### src/rtl/asm_defines.svh
`ifndef ASM_DEFINES_SVH
`define ASM_DEFINES_SVH

// sizing of the outbound assembler datapath

// bits carried by one lane slice of the wide word
// and by one narrow output channel word
`define ASM_WIDTH 8

// lane slices packed side by side in one wide input word
// lane 0 sits in the low bits
`define ASM_NUM_IN 4

// narrow output channels fed by the round-robin distributor
`define ASM_NUM_OUT 4

// total width of the wide input word
`define ASM_WIDE_WIDTH (`ASM_NUM_IN * `ASM_WIDTH)

`endif

### src/rtl/asm_data_pkg.sv
`include "asm_defines.svh"

package asm_data_pkg;

   // one lane slice, also the word size of each output channel
   typedef logic [`ASM_WIDTH-1:0] lane_word_t;

   // index of an input lane
   // sized so the top lane number fits
   typedef logic [$clog2(`ASM_NUM_IN)-1:0] in_idx_t;

   // index of an output channel
   typedef logic [$clog2(`ASM_NUM_OUT)-1:0] out_idx_t;

   // highest index values, used as the reset value of the top settings
   localparam in_idx_t IN_IDX_MAX = in_idx_t'(`ASM_NUM_IN - 1);
   localparam out_idx_t OUT_IDX_MAX = out_idx_t'(`ASM_NUM_OUT - 1);

endpackage

### src/rtl/asm_cfg_pkg.sv
package asm_cfg_pkg;

   // width of a register write word
   localparam int CFG_WORD_W = 8;

   // reserved bits left over in the channel view
   localparam int CHAN_RSVD_W = CFG_WORD_W
                                - $bits(asm_data_pkg::in_idx_t)
                                - $bits(asm_data_pkg::out_idx_t);

   // register select
   typedef enum logic [0:0] {
      CFG_CHAN = 1'b0,
      CFG_CTRL = 1'b1
   } cfg_addr_e;

   // channel register view
   // in_top sits in the low bits, out_top right above it
   typedef struct packed {
      logic [CHAN_RSVD_W-1:0]  reserved;
      asm_data_pkg::out_idx_t  out_top;
      asm_data_pkg::in_idx_t   in_top;
   } cfg_chan_t;

   // control register view, calibration flag in bit 0
   typedef struct packed {
      logic [CFG_WORD_W-2:0] reserved;
      logic                  calibration_done;
   } cfg_ctrl_t;

   // one write word, read through whichever view the address picks
   typedef union packed {
      cfg_chan_t chan;
      cfg_ctrl_t ctrl;
   } cfg_word_u;

endpackage

### src/rtl/asm_two_fifo.sv
`timescale 1ns/1ps
`include "asm_defines.svh"

module asm_two_fifo #(
   parameter int width = `ASM_WIDTH
) (
   input  logic             clk,
   input  logic             reset_i,
   input  logic             v_i,
   input  logic [width-1:0] data_i,
   output logic             ready_param_o,
   output logic             v_o,
   output logic [width-1:0] data_o,
   input  logic             yumi_i
);

   // two storage slots for the payload
   logic [width-1:0] mem [1:0];

   // one-bit pointers toggle between the slots
   logic rd_ptr_r;
   logic wr_ptr_r;

   // pointers alone cannot tell full from empty
   logic full_r;
   logic empty;

   assign empty = (rd_ptr_r == wr_ptr_r) && !full_r;

   // not-full comes straight off a flop
   assign ready_param_o = !full_r;

   // head word is always the slot under the read pointer
   assign v_o    = !empty;
   assign data_o = mem[rd_ptr_r];

   always_ff @(posedge clk)
   begin
      if (reset_i)
      begin
         rd_ptr_r <= 1'b0;
         wr_ptr_r <= 1'b0;
         full_r   <= 1'b0;
      end
      else
      begin
         if (v_i)
            wr_ptr_r <= ~wr_ptr_r;
         if (yumi_i)
            rd_ptr_r <= ~rd_ptr_r;
         // write alone fills when the next slot is the reader's
         // read alone always frees a slot and both together hold the level
         if (v_i && !yumi_i)
            full_r <= (~wr_ptr_r == rd_ptr_r);
         else if (yumi_i && !v_i)
            full_r <= 1'b0;
      end
   end

   // slot write
   always_ff @(posedge clk)
   begin
      if (v_i)
         mem[wr_ptr_r] <= data_i;
   end

   // the assembler must only enqueue when the fifo has room
   a_no_enq_full: assert property (@(posedge clk) disable iff (reset_i) v_i |-> !full_r)
      else $error("asm_two_fifo: enqueue while full");

   // the distributor must only take a word that is there
   a_no_deq_empty: assert property (@(posedge clk) disable iff (reset_i) yumi_i |-> !empty)
      else $error("asm_two_fifo: yumi while empty");

endmodule

### src/rtl/asm_rr_fifo_to_fifo.sv
`timescale 1ns/1ps
`include "asm_defines.svh"

module asm_rr_fifo_to_fifo #(
   parameter int width   = `ASM_WIDTH,
   parameter int num_in  = `ASM_NUM_IN,
   parameter int num_out = `ASM_NUM_OUT
) (
   input  logic                     clk,
   input  logic                     reset_i,
   input  asm_data_pkg::in_idx_t    in_top_channel_i,
   input  asm_data_pkg::out_idx_t   out_top_channel_i,
   input  logic [num_in-1:0]        valid_i,
   input  asm_data_pkg::lane_word_t data_i [num_in-1:0],
   output logic [num_in-1:0]        yumi_o,
   output logic [num_out-1:0]       valid_o,
   output asm_data_pkg::lane_word_t data_o [num_out-1:0],
   input  logic [num_out-1:0]       ready_i
);

   // word size and counts have to fit the shared lane and index types
   if (width != $bits(asm_data_pkg::lane_word_t))
   begin : g_bad_width
      $error("asm_rr_fifo_to_fifo: width does not match lane_word_t");
   end
   if (num_in > (1 << $bits(asm_data_pkg::in_idx_t)))
   begin : g_bad_num_in
      $error("asm_rr_fifo_to_fifo: num_in too large for in_idx_t");
   end
   if (num_out > (1 << $bits(asm_data_pkg::out_idx_t)))
   begin : g_bad_num_out
      $error("asm_rr_fifo_to_fifo: num_out too large for out_idx_t");
   end

   // lane currently being drained
   asm_data_pkg::in_idx_t in_ptr_r;
   // channel that gets the next word
   asm_data_pkg::out_idx_t out_ptr_r;

   // head of the selected lane fifo
   logic             head_v;
   logic [width-1:0] head_word;

   // one word moves this cycle
   logic xfer;

   assign head_v    = valid_i[in_ptr_r];
   assign head_word = data_i[in_ptr_r];

   // peek at the pointed channel's ready, valid_o never looks at it
   assign xfer = head_v && ready_i[out_ptr_r];

   // valid only on the pointed channel, yumi only on the pointed lane
   always_comb
   begin
      valid_o            = '0;
      valid_o[out_ptr_r] = head_v;
      yumi_o             = '0;
      yumi_o[in_ptr_r]   = xfer;
   end

   // head word goes out on every channel
   // only the one flagged by valid_o counts
   always_comb
   begin
      for (int k = 0; k < num_out; k++)
         data_o[k] = head_word;
   end

   // strict round robin on both sides
   // each pointer wraps after its top setting
   always_ff @(posedge clk)
   begin
      if (reset_i)
      begin
         in_ptr_r  <= '0;
         out_ptr_r <= '0;
      end
      else if (xfer)
      begin
         if (in_ptr_r == in_top_channel_i)
            in_ptr_r <= '0;
         else
            in_ptr_r <= in_ptr_r + 1'b1;

         if (out_ptr_r == out_top_channel_i)
            out_ptr_r <= '0;
         else
            out_ptr_r <= out_ptr_r + 1'b1;
      end
   end

   // at most one channel offered a word at a time
   a_valid_onehot: assert property (@(posedge clk) disable iff (reset_i) $onehot0(valid_o))
      else $error("asm_rr_fifo_to_fifo: valid_o not one-hot");

   // never pop a lane fifo that has nothing in it
   a_yumi_valid: assert property (@(posedge clk) disable iff (reset_i)
                                  (yumi_o & ~valid_i) == '0)
      else $error("asm_rr_fifo_to_fifo: yumi on an empty lane");

endmodule

### src/rtl/asm_assembler_out.sv
`timescale 1ns/1ps
`include "asm_defines.svh"

module asm_assembler_out (
   input  logic                          clk,
   input  logic                          reset_i,
   input  logic                          calibration_done_i,
   input  logic                          valid_i,
   input  logic [`ASM_WIDE_WIDTH-1:0]    data_i,
   output logic                          ready_o,
   input  asm_data_pkg::in_idx_t         in_top_channel_i,
   input  asm_data_pkg::out_idx_t        out_top_channel_i,
   output logic [`ASM_NUM_OUT-1:0]       valid_o,
   output asm_data_pkg::lane_word_t      data_o [`ASM_NUM_OUT-1:0],
   input  logic [`ASM_NUM_OUT-1:0]       ready_i
);

   // lanes up to in_top take part, the rest are ignored
   logic [`ASM_NUM_IN-1:0] lane_active;

   // per-lane fifo handshakes
   logic [`ASM_NUM_IN-1:0]   fifo_not_full;
   logic [`ASM_NUM_IN-1:0]   fifo_enq;
   logic [`ASM_NUM_IN-1:0]   fifo_valid;
   logic [`ASM_NUM_IN-1:0]   fifo_yumi;
   asm_data_pkg::lane_word_t fifo_data [`ASM_NUM_IN-1:0];

   always_comb
   begin
      for (int i = 0; i < `ASM_NUM_IN; i++)
         lane_active[i] = (i <= int'(in_top_channel_i));
   end

   // accept only once calibrated and every active lane has a free slot
   // inactive lanes count as always having room
   assign ready_o = calibration_done_i && (&(fifo_not_full | ~lane_active));

   // an accepted word drops one slice into each active lane
   assign fifo_enq = {`ASM_NUM_IN{valid_i && ready_o}} & lane_active;

   // lane fifos let one wide word drain a slice at a time
   for (genvar i = 0; i < `ASM_NUM_IN; i++)
   begin : g_lane
      asm_two_fifo #(
         .width(`ASM_WIDTH)
      ) i_lane_fifo (
         .clk           (clk),
         .reset_i       (reset_i),
         .v_i           (fifo_enq[i]),
         .data_i        (data_i[`ASM_WIDTH*i +: `ASM_WIDTH]),
         .ready_param_o (fifo_not_full[i]),
         .v_o           (fifo_valid[i]),
         .data_o        (fifo_data[i]),
         .yumi_i        (fifo_yumi[i])
      );
   end

   // ordering across lanes and channels lives in the distributor
   asm_rr_fifo_to_fifo #(
      .width   (`ASM_WIDTH),
      .num_in  (`ASM_NUM_IN),
      .num_out (`ASM_NUM_OUT)
   ) i_rr_fifo_to_fifo (
      .clk               (clk),
      .reset_i           (reset_i),
      .in_top_channel_i  (in_top_channel_i),
      .out_top_channel_i (out_top_channel_i),
      .valid_i           (fifo_valid),
      .data_i            (fifo_data),
      .yumi_o            (fifo_yumi),
      .valid_o           (valid_o),
      .data_o            (data_o),
      .ready_i           (ready_i)
   );

endmodule

### src/rtl/asm_cfg_regs.sv
`timescale 1ns/1ps

module asm_cfg_regs (
   input  logic                    clk,
   input  logic                    reset_i,
   input  logic                    cfg_we_i,
   input  asm_cfg_pkg::cfg_addr_e  cfg_addr_i,
   input  asm_cfg_pkg::cfg_word_u  cfg_data_i,
   output logic                    calibration_done_o,
   output asm_data_pkg::in_idx_t   in_top_channel_o,
   output asm_data_pkg::out_idx_t  out_top_channel_o
);

   // per-register write strobes
   logic chan_we;
   logic ctrl_we;

   assign chan_we = cfg_we_i && (cfg_addr_i == asm_cfg_pkg::CFG_CHAN);
   assign ctrl_we = cfg_we_i && (cfg_addr_i == asm_cfg_pkg::CFG_CTRL);

   // settings land one cycle after the strobe
   // out of reset nothing is accepted and every lane and channel is in use
   always_ff @(posedge clk)
   begin
      if (reset_i)
      begin
         calibration_done_o <= 1'b0;
         in_top_channel_o   <= asm_data_pkg::IN_IDX_MAX;
         out_top_channel_o  <= asm_data_pkg::OUT_IDX_MAX;
      end
      else
      begin
         // channel view of the word, both tops move together
         if (chan_we)
         begin
            in_top_channel_o  <= cfg_data_i.chan.in_top;
            out_top_channel_o <= cfg_data_i.chan.out_top;
         end
         // control view of the same word
         if (ctrl_we)
            calibration_done_o <= cfg_data_i.ctrl.calibration_done;
      end
   end

   // software keeps the unused bits of either view at zero
   a_chan_rsvd_zero: assert property (@(posedge clk) disable iff (reset_i)
                                      chan_we |-> (cfg_data_i.chan.reserved == '0))
      else $error("asm_cfg_regs: reserved channel bits written non-zero");

   a_ctrl_rsvd_zero: assert property (@(posedge clk) disable iff (reset_i)
                                      ctrl_we |-> (cfg_data_i.ctrl.reserved == '0))
      else $error("asm_cfg_regs: reserved control bits written non-zero");

endmodule

### src/rtl/asm_top.sv
`timescale 1ns/1ps
`include "asm_defines.svh"

module asm_top (
   input  logic                      clk,
   input  logic                      reset_i,
   input  logic                      cfg_we_i,
   input  asm_cfg_pkg::cfg_addr_e    cfg_addr_i,
   input  asm_cfg_pkg::cfg_word_u    cfg_data_i,
   input  logic                      valid_i,
   input  logic [`ASM_WIDE_WIDTH-1:0] data_i,
   output logic                      ready_o,
   output logic [`ASM_NUM_OUT-1:0]   valid_o,
   output asm_data_pkg::lane_word_t  data_o [`ASM_NUM_OUT-1:0],
   input  logic [`ASM_NUM_OUT-1:0]   ready_i
);

   // settings from the register block, plain levels
   logic                   calibration_done;
   asm_data_pkg::in_idx_t  in_top_channel;
   asm_data_pkg::out_idx_t out_top_channel;

   asm_cfg_regs i_cfg_regs (
      .clk                (clk),
      .reset_i            (reset_i),
      .cfg_we_i           (cfg_we_i),
      .cfg_addr_i         (cfg_addr_i),
      .cfg_data_i         (cfg_data_i),
      .calibration_done_o (calibration_done),
      .in_top_channel_o   (in_top_channel),
      .out_top_channel_o  (out_top_channel)
   );

   asm_assembler_out i_assembler_out (
      .clk                (clk),
      .reset_i            (reset_i),
      .calibration_done_i (calibration_done),
      .valid_i            (valid_i),
      .data_i             (data_i),
      .ready_o            (ready_o),
      .in_top_channel_i   (in_top_channel),
      .out_top_channel_i  (out_top_channel),
      .valid_o            (valid_o),
      .data_o             (data_o),
      .ready_i            (ready_i)
   );

endmodule

### config.mk
export PLATFORM = sky130hd
export DESIGN_NAME = asm_top
export DESIGN_NICKNAME = d
export VERILOG_FILES = /design/src/rtl/asm_data_pkg.sv /design/src/rtl/asm_cfg_pkg.sv /design/src/rtl/asm_two_fifo.sv /design/src/rtl/asm_rr_fifo_to_fifo.sv /design/src/rtl/asm_assembler_out.sv /design/src/rtl/asm_cfg_regs.sv /design/src/rtl/asm_top.sv
export VERILOG_INCLUDE_DIRS = /design/src /design/src/rtl
export SDC_FILE = /design/constraint.sdc
export NUM_CORES = 1
export LEC_CHECK = 0
export ABC_AREA = 1
export BUFFER_PORTS_ARGS = -buffer_cell sky130_fd_sc_hd__buf_2
export CORE_AREA = 2 2 112 114
export CTS_CLUSTER_DIAMETER = 200
export DETAILED_ROUTE_END_ITERATION = 8
export DIE_AREA = 0 0 114 116
export HOLD_SLACK_MARGIN = 0.08
export MAX_ROUTING_LAYER = met4
export SLEW_MARGIN = 20
export SYNTH_ARGS = -nofsm -noshare
export SYNTH_HDL_FRONTEND = slang
export SYNTH_SLANG_ARGS = --single-unit
### constraint.sdc
create_clock -name clk -period 2.2 [get_ports clk]
set_clock_uncertainty 0.2 [all_clocks]
set_input_delay 0.22 -clock clk [delete_from_list [all_inputs] [get_ports clk]]
set_output_delay 0.22 -clock clk [all_outputs]
set_load 0.02 [all_outputs]
Yosys cells after proc, flatten, opt, wreduce, memory -nomap -nowiden
Memories as Yosys holds them, arrays and structs flattened. A register that Yosys moved wholly into a read port is not among the register bits.
Cells that the tools add are included.

storage, ports and cells
  flip-flop bits (word level) = 21
  latch bits = 0
  RAM bits = 64
  ROM bits = 0
  input port bits = 49
  output and inout port bits = 37
  logic and storage cells = 130
  memories = 4

memory list
  memory                                     depth  bits a word  read ports  clocked after memory_dff  wr ports  line                text
  i_assembler_out.g_lane[0].i_lane_fifo.mem  2      8            1           1                         1         asm_two_fifo.sv:18  logic [width-1:0] mem [1:0];
  i_assembler_out.g_lane[1].i_lane_fifo.mem  2      8            1           1                         1         asm_two_fifo.sv:18
  i_assembler_out.g_lane[2].i_lane_fifo.mem  2      8            1           1                         1         asm_two_fifo.sv:18
  i_assembler_out.g_lane[3].i_lane_fifo.mem  2      8            1           1                         1         asm_two_fifo.sv:18

operators by class
  add/subtract/negate cells = 2
  multipliers = 0
  divide/modulo/power cells = 0
  order comparisons = 7
  equal/unequal tests = 10
  shift-type cells = 0
  muxes and demuxes = 36
  bitwise logic cells = 14
  reductions and logical operators = 40

operators with widths
  operator                                                           count
  2-to-1 mux 1 bit                                                   28
  logical AND 1 bit                                                  19
  binary-select mux 8 bit (select 2 bit)                             1
  zero test 1 bit                                                    16
  bitwise AND 4 bit                                                  3
  NOT 1 bit                                                          9
  == test 1 bit                                                      8
  2-to-1 mux 8 bit                                                   1
  nonzero test 2 bit                                                 4
  less-than comparator 2 x 3 -> 1 bit, second input constant         2
  adder 2 x 1 -> 2 bit, second input constant                        2
  binary-select mux 1 bit (select 2 bit)                             2
  demux 1 bit (select 2 bit)                                         2
  == test 2 bit                                                      2
  greater-or-equal comparator 2 x 1 -> 1 bit, second input constant  2
  less-or-equal comparator 2 bit, first input constant               2
  2-to-1 mux 2 bit                                                   2
  NOT 4 bit                                                          1
  OR 4 bit                                                           1
  AND reduction 4 bit                                                1
  less-or-equal comparator 1 x 2 -> 1 bit, first input constant      1

Depth between registers and ports, before layout
Gate-level depths: netlist (run 1).

  depth in word-level cells = 11
  depth in mapped cells = 12
  gate-level depth less buffers = 11

Cells and area by module
Synthesis (run 1) repeated with hierarchy kept, for this count alone.

second synthesis, totals
  cells, all modules = 416
  area total of the unflattened synthesis = 4465.5 um2

by module, submodules not included
  module               times used  cells an instance  area each (um2)  seq. area each (um2)
  asm_two_fifo         4           52                 795.8            560.5
  asm_rr_fifo_to_fifo  1           165                1009.7           80.1
  asm_cfg_regs         1           26                 191.4            100.1
  asm_assembler_out    1           17                 81.3             0.0

Worst setup path after synthesis (run 1)
OpenSTA, ideal clock, no wires.

  path type = reg-to-output
  from = register with a tool-made name
  to = output data_o[10] in the netlist's numbering
  arrival = 1712 ps
  data required time = 1780 ps
  slack = 68 ps
  cell stages (with the launch flop) = 6
  path buffers = 3
  cells stage by stage = dfxtp_1 clkbuf_1 clkbuf_1 o211ai_1 a31oi_1 buf_4

RTL lines
  item           line           text
  end, declared  asm_top.sv:14  output asm_data_pkg::lane_word_t data_o [`ASM_NUM_OUT-1:0],

Worst setup path in the final report (run 1)
  from = input cfg_addr_i
  to = register i_cfg_regs.calibration_done_o

on the way
  cells in the longest elaborated chain, start to end = 1

RTL lines
  item                  line                text
  start, declared       asm_top.sv:8        input asm_cfg_pkg::cfg_addr_e cfg_addr_i,
  logical AND 1 bit     asm_cfg_regs.sv:19  assign ctrl_we = cfg_we_i && (cfg_addr_i == asm_cfg_pkg::CFG_CTRL);
  end signal, assigned  asm_cfg_regs.sv:41  calibration_done_o <= cfg_data_i.ctrl.calibration_done;
  end, declared         asm_cfg_regs.sv:9   output logic calibration_done_o,

No other way between the ends.
A chain may end at the register's enable or synchronous reset.

==> results.py, run 1 <==
metrics = {
    "logic_synthesis": {
        "synth_most_common_cell": "nor2_1",
        "syn_nets": 494,
        "async_flop_share_pct": 0,
        "syn_area_um2": 4130,
        "yosys_warnings": 0,
        "synthTopCellsByArea": "edfxtp_1 (47%), dfxtp_1 (12%), nor2_1 (7.5%), nand2_1 (6.2%), buf_4 (4.9%)",
        "synth.avg_cell_area_um2": 9.53,
        "synth_edf_count": 64,
        "yosysSeqAreaShare_pct": 58.7,
        "netlist_top_cells_count": "nor2_1 (82), nand2_1 (68), edfxtp_1 (64)",
        "synthFlopType": "edfxtp_1",
        "yosys.area.top_type": "edfxtp_1",
        "ys_ff_latch": 89,
        "syn_inst": 433,
        "yosysUniqueCellTypes": 22,
        "yosys.area.top_type_share_pct": 46.6,
    },
    "worst_hold_path": {
        "hold_path_class": "input pin to flop",
        "holdPathStages": 4,
        "hold_start": "valid_i",
        "hold_path_end": "i_assembler_out.g_lane[3].i_lane_fifo.wr_ptr_r",
    },
    "power": {
        "vdd_drop_max_mv": 0.317,
        "leakagePower_nw": 2.31,
        "p_per_area_nw_per_um2": 874,
        "total_power_w": 0.00486,
    },
    "critical_path": {
        "cp.required_ns": 2.29,
        "critPathCaptureType": "flop",
        "rr_endpoint": "i_assembler_out.g_lane[3].i_lane_fifo.full_r",
        "path_class": "input pin to flop",
        "worstPathArrival_ns": 2.23,
        "ff2ff_path_depth": 11,
        "reg2reg_setup_slack_ns": 0.19,
        "startpoint_type": "input pin",
        "cp_max_fo": 2,
        "r2r_start": "i_assembler_out.i_rr_fifo_to_fifo.in_ptr_r[0]",
    },
    "clock_network": {
        "clockRootBuffer": "clkbuf_16",
        "clockBufferDepth": 2,
        "cts_tree": "done",
        "insertion_delay_ns": 0.34,
        "clock-sinks": 89,
        "cts_buffers": 9,
        "cts_max_level": 3,
        "clkTransAtPathRegs_ns": 0.07,
    },
    "routing": {
        "vias_per_cell": 4.67,
        "wl_per_cell_um": 13.6,
        "drtIter0Drc": 131,
        "drt_pass1_iterations": 4,
        "drc": 0,
        "vias": 3291,
        "drtAntennaViolNets": 0,
        "wl_um": 9550,
    },
    "placement": {
        "gp_congestion": 0.844,
        "io_buffers": 81,
        "place_area_um2": 4580,
        "dp_hpwl_um": 6520,
    },
    "job": {
        "drv_cap": 0,
    },
    "timing": {
        "finalWorstPathRequiredPeriod_ns": 2.14,
        "holdWs_ns": 0.120,
        "rsz0062_at_grt": "true",
        "hold_viol_final": 0,
        "tightestPinTransition_ns": 0.473,
        "slew_viol_final": 0,
        "fin_crit_sh_pct": 97.4,
        "setup_viol": 0,
        "relSlewSlack_pct": 68.4,
        "fmax_mhz": 467,
    },
    "floorplanning": {
        "num_rows": 40,
        "boundaryPins": 86,
        "dieArea_um2": 13200,
        "die_y_um": 116,
        "die_x_um": 114,
        "core-area_um2": 11900,
        "start_util_pct": 34.6,
    },
    "grt": {
        "grt-ovfl-total": 0,
        "grt_pass1_wl_um": 15000,
        "grt_max_degree": 18,
        "grtUsageTotal_pct": 15.5,
        "grt_pass1_vias": 3216,
        "antenna_found_initial": 0,
    },
    "cells_and_area": {
        "syn2layout_area_growth_pct": 34.9,
        "finalNetCount": 614,
        "design_area_um2": 5570,
        "diodes": 0,
        "drive_gt1_share_pct": 25.6,
        "final_util_pct": 46.7,
    },
    "outcome": {
        "outcome": "completed",
    },
}
## report_power, final
group	switching, W	leakage [nW]	internal, W
Clock	0.000645	0.137	0.000807
Sequential	0.0000586	0.783	0.00184
Combinational	0.000895	1.39	0.000617
Total	0.00160	2.31	0.00327
## repair_timing
action | in CTS | in global routing
pin swaps | 1 | 10
hold buffers | 48 | 0
endpoints found under the hold margin | 76 | 0
endpoints found under the setup margin | 36 | 38
gates resized for setup | 13 | 42
setup buffers | 0 | 4
gates cloned | 0 | 1
## worst max-delay path by stage
stage                                                               from                                               to  slack, ns  cells past startpoint
after floorplan                                                     flop                                       data_o[10]       0.07                      5
after global placement    i_assembler_out.i_rr_fifo_to_fifo.out_ptr_r[1]     i_assembler_out.g_lane[1].i_lane_fifo.full_r       0.18                      8
after detailed placement                  i_cfg_regs.in_top_channel_o[1]  i_assembler_out.g_lane[1].i_lane_fifo.mem[1][5]       0.13                      4
after CTS                  i_assembler_out.i_rr_fifo_to_fifo.in_ptr_r[0]                                       data_o[31]      -0.01                      6
after global routing       i_assembler_out.i_rr_fifo_to_fifo.in_ptr_r[0]                                       valid_o[0]      -0.04                      9
final                                                         cfg_addr_i                    i_cfg_regs.calibration_done_o       0.06                      6
## layout by cell type, fill, tap and decap left out, drive strengths merged
master and n:
buf 98, ha 12, o22ai 8, nor2 82, o211ai 10, o21ai 27, clkbuf 11, clkinvlp 2
a21oi 7, nand4 8, nor3 1, inv 52, dfxtp 25, dlygate4sd3 48, xnor2 2, nand2 70
o21a 1, clkinv 2, nand3 20, edfxtp 64, a31oi 8
## cells by family (layout without fill, tap and decap cells)
| family | after synthesis | in the layout | share of synthesized area (%) |
|---|---|---|---|
| AOI/OAI and AO/OA | 61 | 61 | 8.55 |
| xor gates and xnor gates | 2 | 2 | 0.425 |
| adders and majority gates | 12 | 12 | 3.64 |
| buffers and inverters | 88 | 213 | 10.6 |
| DFF | 89 | 89 | 58.7 |
| and+or+nand+nor | 181 | 181 | 18.1 |
## metrics by stage
stage | cells | setup slack, ns | TNS, ns
3_5_place_dp | 636 | 0.128 | 0
6_report | 705 | 0.0578 | 0
2_1_floorplan | 433 | 0.0678 | 0
4_1_cts | 700 | -0.0115 | -0.0371
3_3_place_gp | 636 | 0.176 | 0
5_1_grt | 705 | -0.0425 | -0.246
## worst max-delay path, cell delays in order
cell	delay, ns
buf_2	0.09
dlygate4sd3_1	0.57
nand3_1	0.08
dlygate4sd3_1	0.56
a21oi_1	0.15
dlygate4sd3_1	0.56
## area by class of cell
cell class                 instances  area (um^2)
multi-input combinational        256         1350
sequential                        89         2430
clock buffer                      10          239
inverter                          50          190
fill                            1123         6350
timing repair buffer             147         1120
clock inverter                     6         48.8
tap                              147          184
## flip-flops by register name, summed over array words and instances, names as in the netlist, named ones only
| name | count |
|---|---|
| i_assembler_out.g_lane.i_lane_fifo.mem | 64 |
| i_assembler_out.i_rr_fifo_to_fifo.in_ptr_r | 2 |
| i_cfg_regs.calibration_done_o | 1 |
| i_assembler_out.i_rr_fifo_to_fifo.out_ptr_r | 2 |
| i_assembler_out.g_lane.i_lane_fifo.wr_ptr_r | 4 |
| i_assembler_out.g_lane.i_lane_fifo.rd_ptr_r | 4 |
| i_assembler_out.g_lane.i_lane_fifo.full_r | 4 |
| i_cfg_regs.in_top_channel_o | 2 |
| i_cfg_regs.out_top_channel_o | 2 |
## layer usage
layer,share of wire [%],GRT usage [%]
met1,42,17.0
met5,0,-
met4,1.1,6.75
met3,4.7,3.19
met2,52,27.2
(Power assumes the default switching activity.)
==> run 2: changes to the inputs <==
--- a/config.mk
+++ b/config.mk
@@ -14,6 +14,7 @@
 export DIE_AREA = 0 0 114 116
 export HOLD_SLACK_MARGIN = 0.08
 export MAX_ROUTING_LAYER = met4
+export REMOVE_ABC_BUFFERS = 1
 export SLEW_MARGIN = 20
 export SYNTH_ARGS = -nofsm -noshare
 export SYNTH_HDL_FRONTEND = slang
==> constraint.sdc (replaced) <==
create_clock -name clk -period 2.55 [get_ports clk]
set_clock_uncertainty 0.2 [all_clocks]
set_input_delay 0.255 -clock clk [delete_from_list [all_inputs] [get_ports clk]]
set_output_delay 0.255 -clock clk [all_outputs]
set_load 0.02 [all_outputs]
==> run 2 against run 1 <==
Effect of this change: final cell count down 2.4%; first-iteration DRC count is 40% higher; setup slack better by 0.077 ns; register-to-register slack improved by 0.25 ns; cell area shrank 5.6%; largest power group unchanged.
==> results.py, run 2 (synthesized netlist as in run 1, its figures left out) <==
metrics = {
    "outcome": {
        "outcome": "completed",
    },
    "clock_network": {
        "cts_buffers": 9,
        "cts_max_level": 3,
        "insertion_delay_ns": 0.34,
        "clock-sinks": 89,
        "cts_tree": "done",
        "clockRootBuffer": "clkbuf_16",
        "clkTransAtPathRegs_ns": 0.07,
        "clockBufferDepth": 2,
    },
    "critical_path": {
        "cp.required_ns": 2.10,
        "critPathCaptureType": "output pin",
        "startpoint_type": "flop",
        "cp_max_fo": 17,
        "path_class": "flop to output pin",
        "worstPathArrival_ns": 1.96,
    },
    "floorplanning": {
        "boundaryPins": 86,
        "start_util_pct": 34.6,
        "die_y_um": 116,
        "num_rows": 40,
        "die_x_um": 114,
        "dieArea_um2": 13200,
        "core-area_um2": 11900,
    },
    "power": {
        "internal-power_w": 0.00265,
        "vdd_drop_max_mv": 0.337,
        "p_switching_w": 0.00138,
        "clkPwrFrac_pct": 32.1,
        "leakagePower_nw": 2.22,
        "total_power_w": 0.00403,
        "comb_power_share_pct": 27.1,
        "seqPwrFrac_pct": 40.8,
        "p_sw_share_pct": 34.2,
        "p_per_area_nw_per_um2": 767,
    },
    "timing": {
        "tightestPinTransition_ns": 0.510,
        "fmax_mhz": 414,
        "hold_viol_final": 0,
        "rsz0062_at_grt": "false",
        "slew_viol_final": 0,
        "fin_crit_sh_pct": 94.7,
        "setup_viol": 0,
        "finalWorstPathRequiredPeriod_ns": 2.42,
        "relSlewSlack_pct": 66.0,
    },
    "routing": {
        "drt_pass1_iterations": 4,
        "drtIter0Drc": 183,
        "drtAntennaViolNets": 0,
        "wl_per_cell_um": 13.4,
        "wl_um": 9200,
        "drc": 0,
        "vias_per_cell": 4.65,
        "vias": 3197,
    },
    "grt": {
        "grtUsageTotal_pct": 14.7,
        "grt_max_degree": 21,
        "grt-ovfl-total": 0,
        "grt_pass1_vias": 3079,
        "met3_usage_pct": 3.29,
        "grt_busiest_layer": "met2",
        "use_met1_pct": 16.8,
        "grt_pass1_wl_um": 14400,
        "antenna_found_initial": 0,
        "met2_usage_pct": 25.4,
    },
    "cells_and_area": {
        "finalNetCount": 597,
        "largest_register_ffs": 64,
        "regMostFlops": "i_assembler_out.g_lane.i_lane_fifo.mem",
        "drive_gt1_share_pct": 21.3,
        "syn2layout_area_growth_pct": 27.4,
        "diodes": 0,
        "final_cell_mix": "nor2_1 (82), buf_2 (81), nand2_1 (68)",
        "layout_commonest_cell": "nor2_1",
        "design_area_um2": 5250,
    },
    "job": {
        "drv_cap": 0,
    },
    "placement": {
        "dp_hpwl_um": 6520,
        "gp_congestion": 0.799,
        "place_area_um2": 4530,
        "io_buffers": 81,
    },
    "worst_hold_path": {
        "hold_path_class": "input pin to flop",
    },
}
[run 2: cell count changes in the layout (fill, tap and decap cells not counted), moves of 3 or more]
| cell | before | now |
|---|---|---|
| dlygate4sd3_1 | 48 | 40 |
| inv_1 | 45 | 49 |
| a31oi_2 | 8 | 3 |
| buf_2 | 60 | 81 |
| o21ai_1 | 5 | 0 |
| a31oi_1 | 0 | 5 |
| dfxtp_1 | 20 | 24 |
| buf_4 | 34 | 9 |
| inv_2 | 4 | 1 |
| o21ai_0 | 22 | 27 |
[run 2: critical path, stage by stage (launching register included)]
cell and delay, ns:
dfxtp_2 0.44, inv_2 0.11, buf_4 0.20, o21ai_0 0.11, o22ai_1 0.21, nor2_1 0.07, a31oi_1 0.25, buf_2 0.23
[run 2: layout make-up]
| cell class | count | area, um^2 |
|---|---|---|
| timing repair buffer | 130 | 873 |
| clock inverter | 7 | 73.8 |
| sequential | 89 | 2420 |
| tap | 147 | 184 |
| clock buffer | 9 | 225 |
| fill | 1177 | 6660 |
| multi-input combinational | 256 | 1290 |
| inverter | 50 | 188 |
[run 2: layer usage]
layer	part of all wire [%]	vias to the layer above	wire, um
li1	-	1626	-
met1	46	1475	4210
met2	49	84	4530
met3	3.8	12	351
met4	1.2	0	111
met5	0	-	0
[run 2: repair_timing]
action                                  4_1_cts  5_1_grt
pin swaps                                     0        0
gates resized for setup                       1        3
hold buffers                                 40        0
buffers inserted                              0        0
hold endpoints to repair                     76        0
endpoints found under the setup margin       28        6
[run 2: metrics by stage]
step | setup WS [ns] | hold WS (ns) | std cells | setup TNS [ns] | util (%)
after floorplan | -0.293 | 0.124 | 395 | -9.39 | -
after global placement | 0.241 | 0.248 | 632 | 0 | 38.1
after detailed placement | 0.213 | 0.247 | 632 | 0 | 38.1
after CTS | 0.0701 | 0.101 | 688 | 0 | 43.9
after global routing | 0.00875 | 0.149 | 688 | 0 | 44.1
final | 0.135 | 0.108 | 688 | 0 | 44.1
[run 2: path summary, 6_finish.rpt]
path                                                                      from                                           end  slack, ns  cells past startpoint
worst max-delay path             i_assembler_out.i_rr_fifo_to_fifo.in_ptr_r[0]                                     data_o[7]       0.13                      7
worst min-delay path                                                cfg_addr_i                i_cfg_regs.in_top_channel_o[1]       0.11                      3
worst max register to register  i_assembler_out.i_rr_fifo_to_fifo.out_ptr_r[0]  i_assembler_out.g_lane[3].i_lane_fifo.full_r       0.44                      7
worst min register to register                 i_cfg_regs.out_top_channel_o[1]               i_cfg_regs.out_top_channel_o[1]       0.30                      2
[run 2: power groups by stage]
stage	Sequential, W	Clock, W	Combinational [W]
finish	0.00164	0.00129	0.00109
global route	0.00165	0.00138	0.00119
CTS	0.00164	0.00133	0.00109
detailed placement	0.00167	0	0.00104
global placement	0.00167	0	0.00103
floorplan	0.00166	0	0.000648
==> run 3: changes to the inputs <==
--- a/config.mk
+++ b/config.mk
@@ -8,12 +8,15 @@
 export LEC_CHECK = 0
 export ABC_AREA = 1
 export BUFFER_PORTS_ARGS = -buffer_cell sky130_fd_sc_hd__buf_2
+export CELL_PAD_IN_SITES_DETAIL_PLACEMENT = 1
+export CELL_PAD_IN_SITES_GLOBAL_PLACEMENT = 1
 export CORE_AREA = 2 2 112 114
 export CTS_CLUSTER_DIAMETER = 200
 export DETAILED_ROUTE_END_ITERATION = 8
 export DIE_AREA = 0 0 114 116
 export HOLD_SLACK_MARGIN = 0.08
 export MAX_ROUTING_LAYER = met4
+export PLACE_DENSITY_LB_ADDON = 0.1
 export REMOVE_ABC_BUFFERS = 1
 export SLEW_MARGIN = 20
 export SYNTH_ARGS = -nofsm -noshare
==> run 3 against run 2 <==
Effect of this change: clock power is essentially flat; clock-buffer cell count is the same; combinational power about the same; die area unchanged.
==> results.py, run 3 (synthesized netlist as in run 1, its figures left out) <==
metrics = {
    "routing": {
        "vias": 3265,
        "drc": 0,
        "wl_um": 10300,
        "drt_pass1_iterations": 4,
        "wl_per_cell_um": 15.0,
        "drtIter0Drc": 137,
        "vias_per_cell": 4.74,
        "drtAntennaViolNets": 0,
    },
    "cells_and_area": {
        "diodes": 0,
        "fin_cells": 689,
        "regMostFlops": "i_assembler_out.g_lane.i_lane_fifo.mem",
        "syn2layout_area_growth_pct": 27.4,
        "final_cell_mix": "nor2_1 (82), buf_2 (80), nand2_1 (68)",
        "layout_commonest_cell": "nor2_1",
        "finalNetCount": 598,
        "largest_register_ffs": 64,
        "drive_gt1_share_pct": 21.0,
    },
    "outcome": {
        "outcome": "completed",
    },
    "critical_path": {
        "path_class": "flop to output pin",
        "cpLargestDelayFamily": "buffers and inverters",
        "max_stage_delay_ns": 0.31,
        "cp_max_fo": 12,
        "worstPathArrival_ns": 1.95,
        "worstPathCellList": "buf_4, inv_2, buf_6, o21ai_0, o22ai_1, nor2_1, a31oi_2, buf_2",
        "cp.required_ns": 2.10,
        "crit_buf_inv": 4,
        "startpoint_type": "flop",
        "critPathCaptureType": "output pin",
        "cp_slowest_cell": "dfxtp_1",
    },
    "clock_network": {
        "cts_tree": "done",
        "cts_max_level": 3,
        "clockBufferDepth": 2,
        "clock-sinks": 89,
        "insertion_delay_ns": 0.34,
        "clkTransAtPathRegs_ns": 0.06,
        "cts_setup_buffers": 0,
        "clockRootBuffer": "clkbuf_16",
        "cts_buffers": 9,
    },
    "timing": {
        "fmax_mhz": 416,
        "relSlewSlack_pct": 65.6,
        "finalWorstPathRequiredPeriod_ns": 2.40,
        "slew_viol_final": 0,
        "rsz0062_at_grt": "true",
        "tightestPinTransition_ns": 0.515,
        "hold_viol_final": 0,
        "setup_viol": 0,
        "setup-tns-final_ns": 0,
        "fin_crit_sh_pct": 94.2,
    },
    "grt": {
        "grt_max_degree": 18,
        "grt_pass1_vias": 3201,
        "grt_pass1_wl_um": 16000,
        "grtUsageTotal_pct": 16.9,
        "antenna_found_initial": 0,
        "grt-ovfl-total": 0,
    },
    "placement": {
        "dp_hpwl_um": 7170,
        "io_buffers": 81,
        "gp_congestion": 0.784,
        "dp.cells": 633,
    },
    "power": {
        "seqPwrFrac_pct": 40.1,
        "clkPwrFrac_pct": 32.4,
        "internal-power_w": 0.00272,
        "p_switching_w": 0.00134,
        "vdd_drop_max_mv": 0.260,
        "comb_power_share_pct": 27.6,
        "leakagePower_nw": 2.22,
        "p_sw_share_pct": 33.1,
        "p_per_area_nw_per_um2": 773,
    },
    "floorplanning": {
        "die_x_um": 114,
        "core-area_um2": 11900,
        "die_y_um": 116,
        "start_util_pct": 34.6,
        "num_rows": 40,
        "boundaryPins": 86,
        "dieArea_um2": 13200,
    },
    "worst_hold_path": {
        "hold_path_class": "input pin to flop",
    },
    "job": {
        "drv_cap": 0,
    },
}
==> run 3: cell types whose count changed in the layout (fill, tap and decap cells not counted), moves of 2 or more <==
cell	previous run	this run
clkinvlp_4	0	2
clkinv_4	3	1
inv_8	2	0
clkinv_1	0	2
==> run 3: layout make-up <==
| cell class | instances | area [um^2] |
|---|---|---|
| clock buffer | 9 | 225 |
| clock inverter | 7 | 70.1 |
| fill | 1367 | 6650 |
| inverter | 50 | 188 |
| multi-input combinational | 256 | 1280 |
| sequential | 89 | 2420 |
| tap | 147 | 184 |
| timing repair buffer | 131 | 887 |
==> run 3: worst reg2reg max path, cell delays in order (launching register included) <==
cell and delay (ns):
dfxtp_1 0.43, inv_1 0.12, nor2_1 0.11, o21ai_0 0.08
nand2_1 0.40, nand3_1 0.18, ha_1 0.33, a21oi_1 0.15
nor2_1 0.05
==> run 3: power groups by stage <==
stage / Clock, W / Sequential (W) / Combinational, W
5_1_grt: 0.00142 / 0.00164 / 0.00124
6_report: 0.00132 / 0.00163 / 0.00112
3_5_place_dp: 0 / 0.00166 / 0.00108
2_1_floorplan: 0 / 0.00166 / 0.000648
4_1_cts: 0.00136 / 0.00163 / 0.00112
3_3_place_gp: 0 / 0.00166 / 0.00106
==> run 3: final timing paths <==
check                                                      start                                           end  slack (ns)  cells past startpoint
hold reg to reg                  i_cfg_regs.out_top_channel_o[0]               i_cfg_regs.out_top_channel_o[0]        0.28                      2
setup reg to reg  i_assembler_out.i_rr_fifo_to_fifo.out_ptr_r[1]  i_assembler_out.g_lane[0].i_lane_fifo.full_r        0.39                      8
hold / removal                                        cfg_addr_i               i_cfg_regs.out_top_channel_o[0]        0.11                      4
setup / recovery   i_assembler_out.i_rr_fifo_to_fifo.in_ptr_r[0]                                    data_o[22]        0.15                      8
==> run 3: metrics by stage <==
step	area, um^2	hold WS (ns)	worst slack (ns)	total power (W)	util [%]
floorplan	3880	0.124	-0.293	0.00231	-
global placement	4540	0.244	0.378	0.00272	38.1
detailed placement	4540	0.248	0.343	0.00274	38.1
CTS	5240	0.102	0.00771	0.00412	44.0
global route	5260	0.138	-0.00215	0.00429	44.1
finish	5260	0.113	0.148	0.00407	44.1
==> run 3: routing by layer <==
metal,global-route usage [%],share of wire [%]
met3,2.93,3.4
met5,-,0
met1,19.4,44
met4,9.19,3.1
met2,28.2,49
==> run 3: repair_timing <==
item,in CTS,in global routing
gates resized for setup,0,6
endpoints found under the hold margin,76,0
hold buffers,40,0
endpoints found under the setup margin,0,21
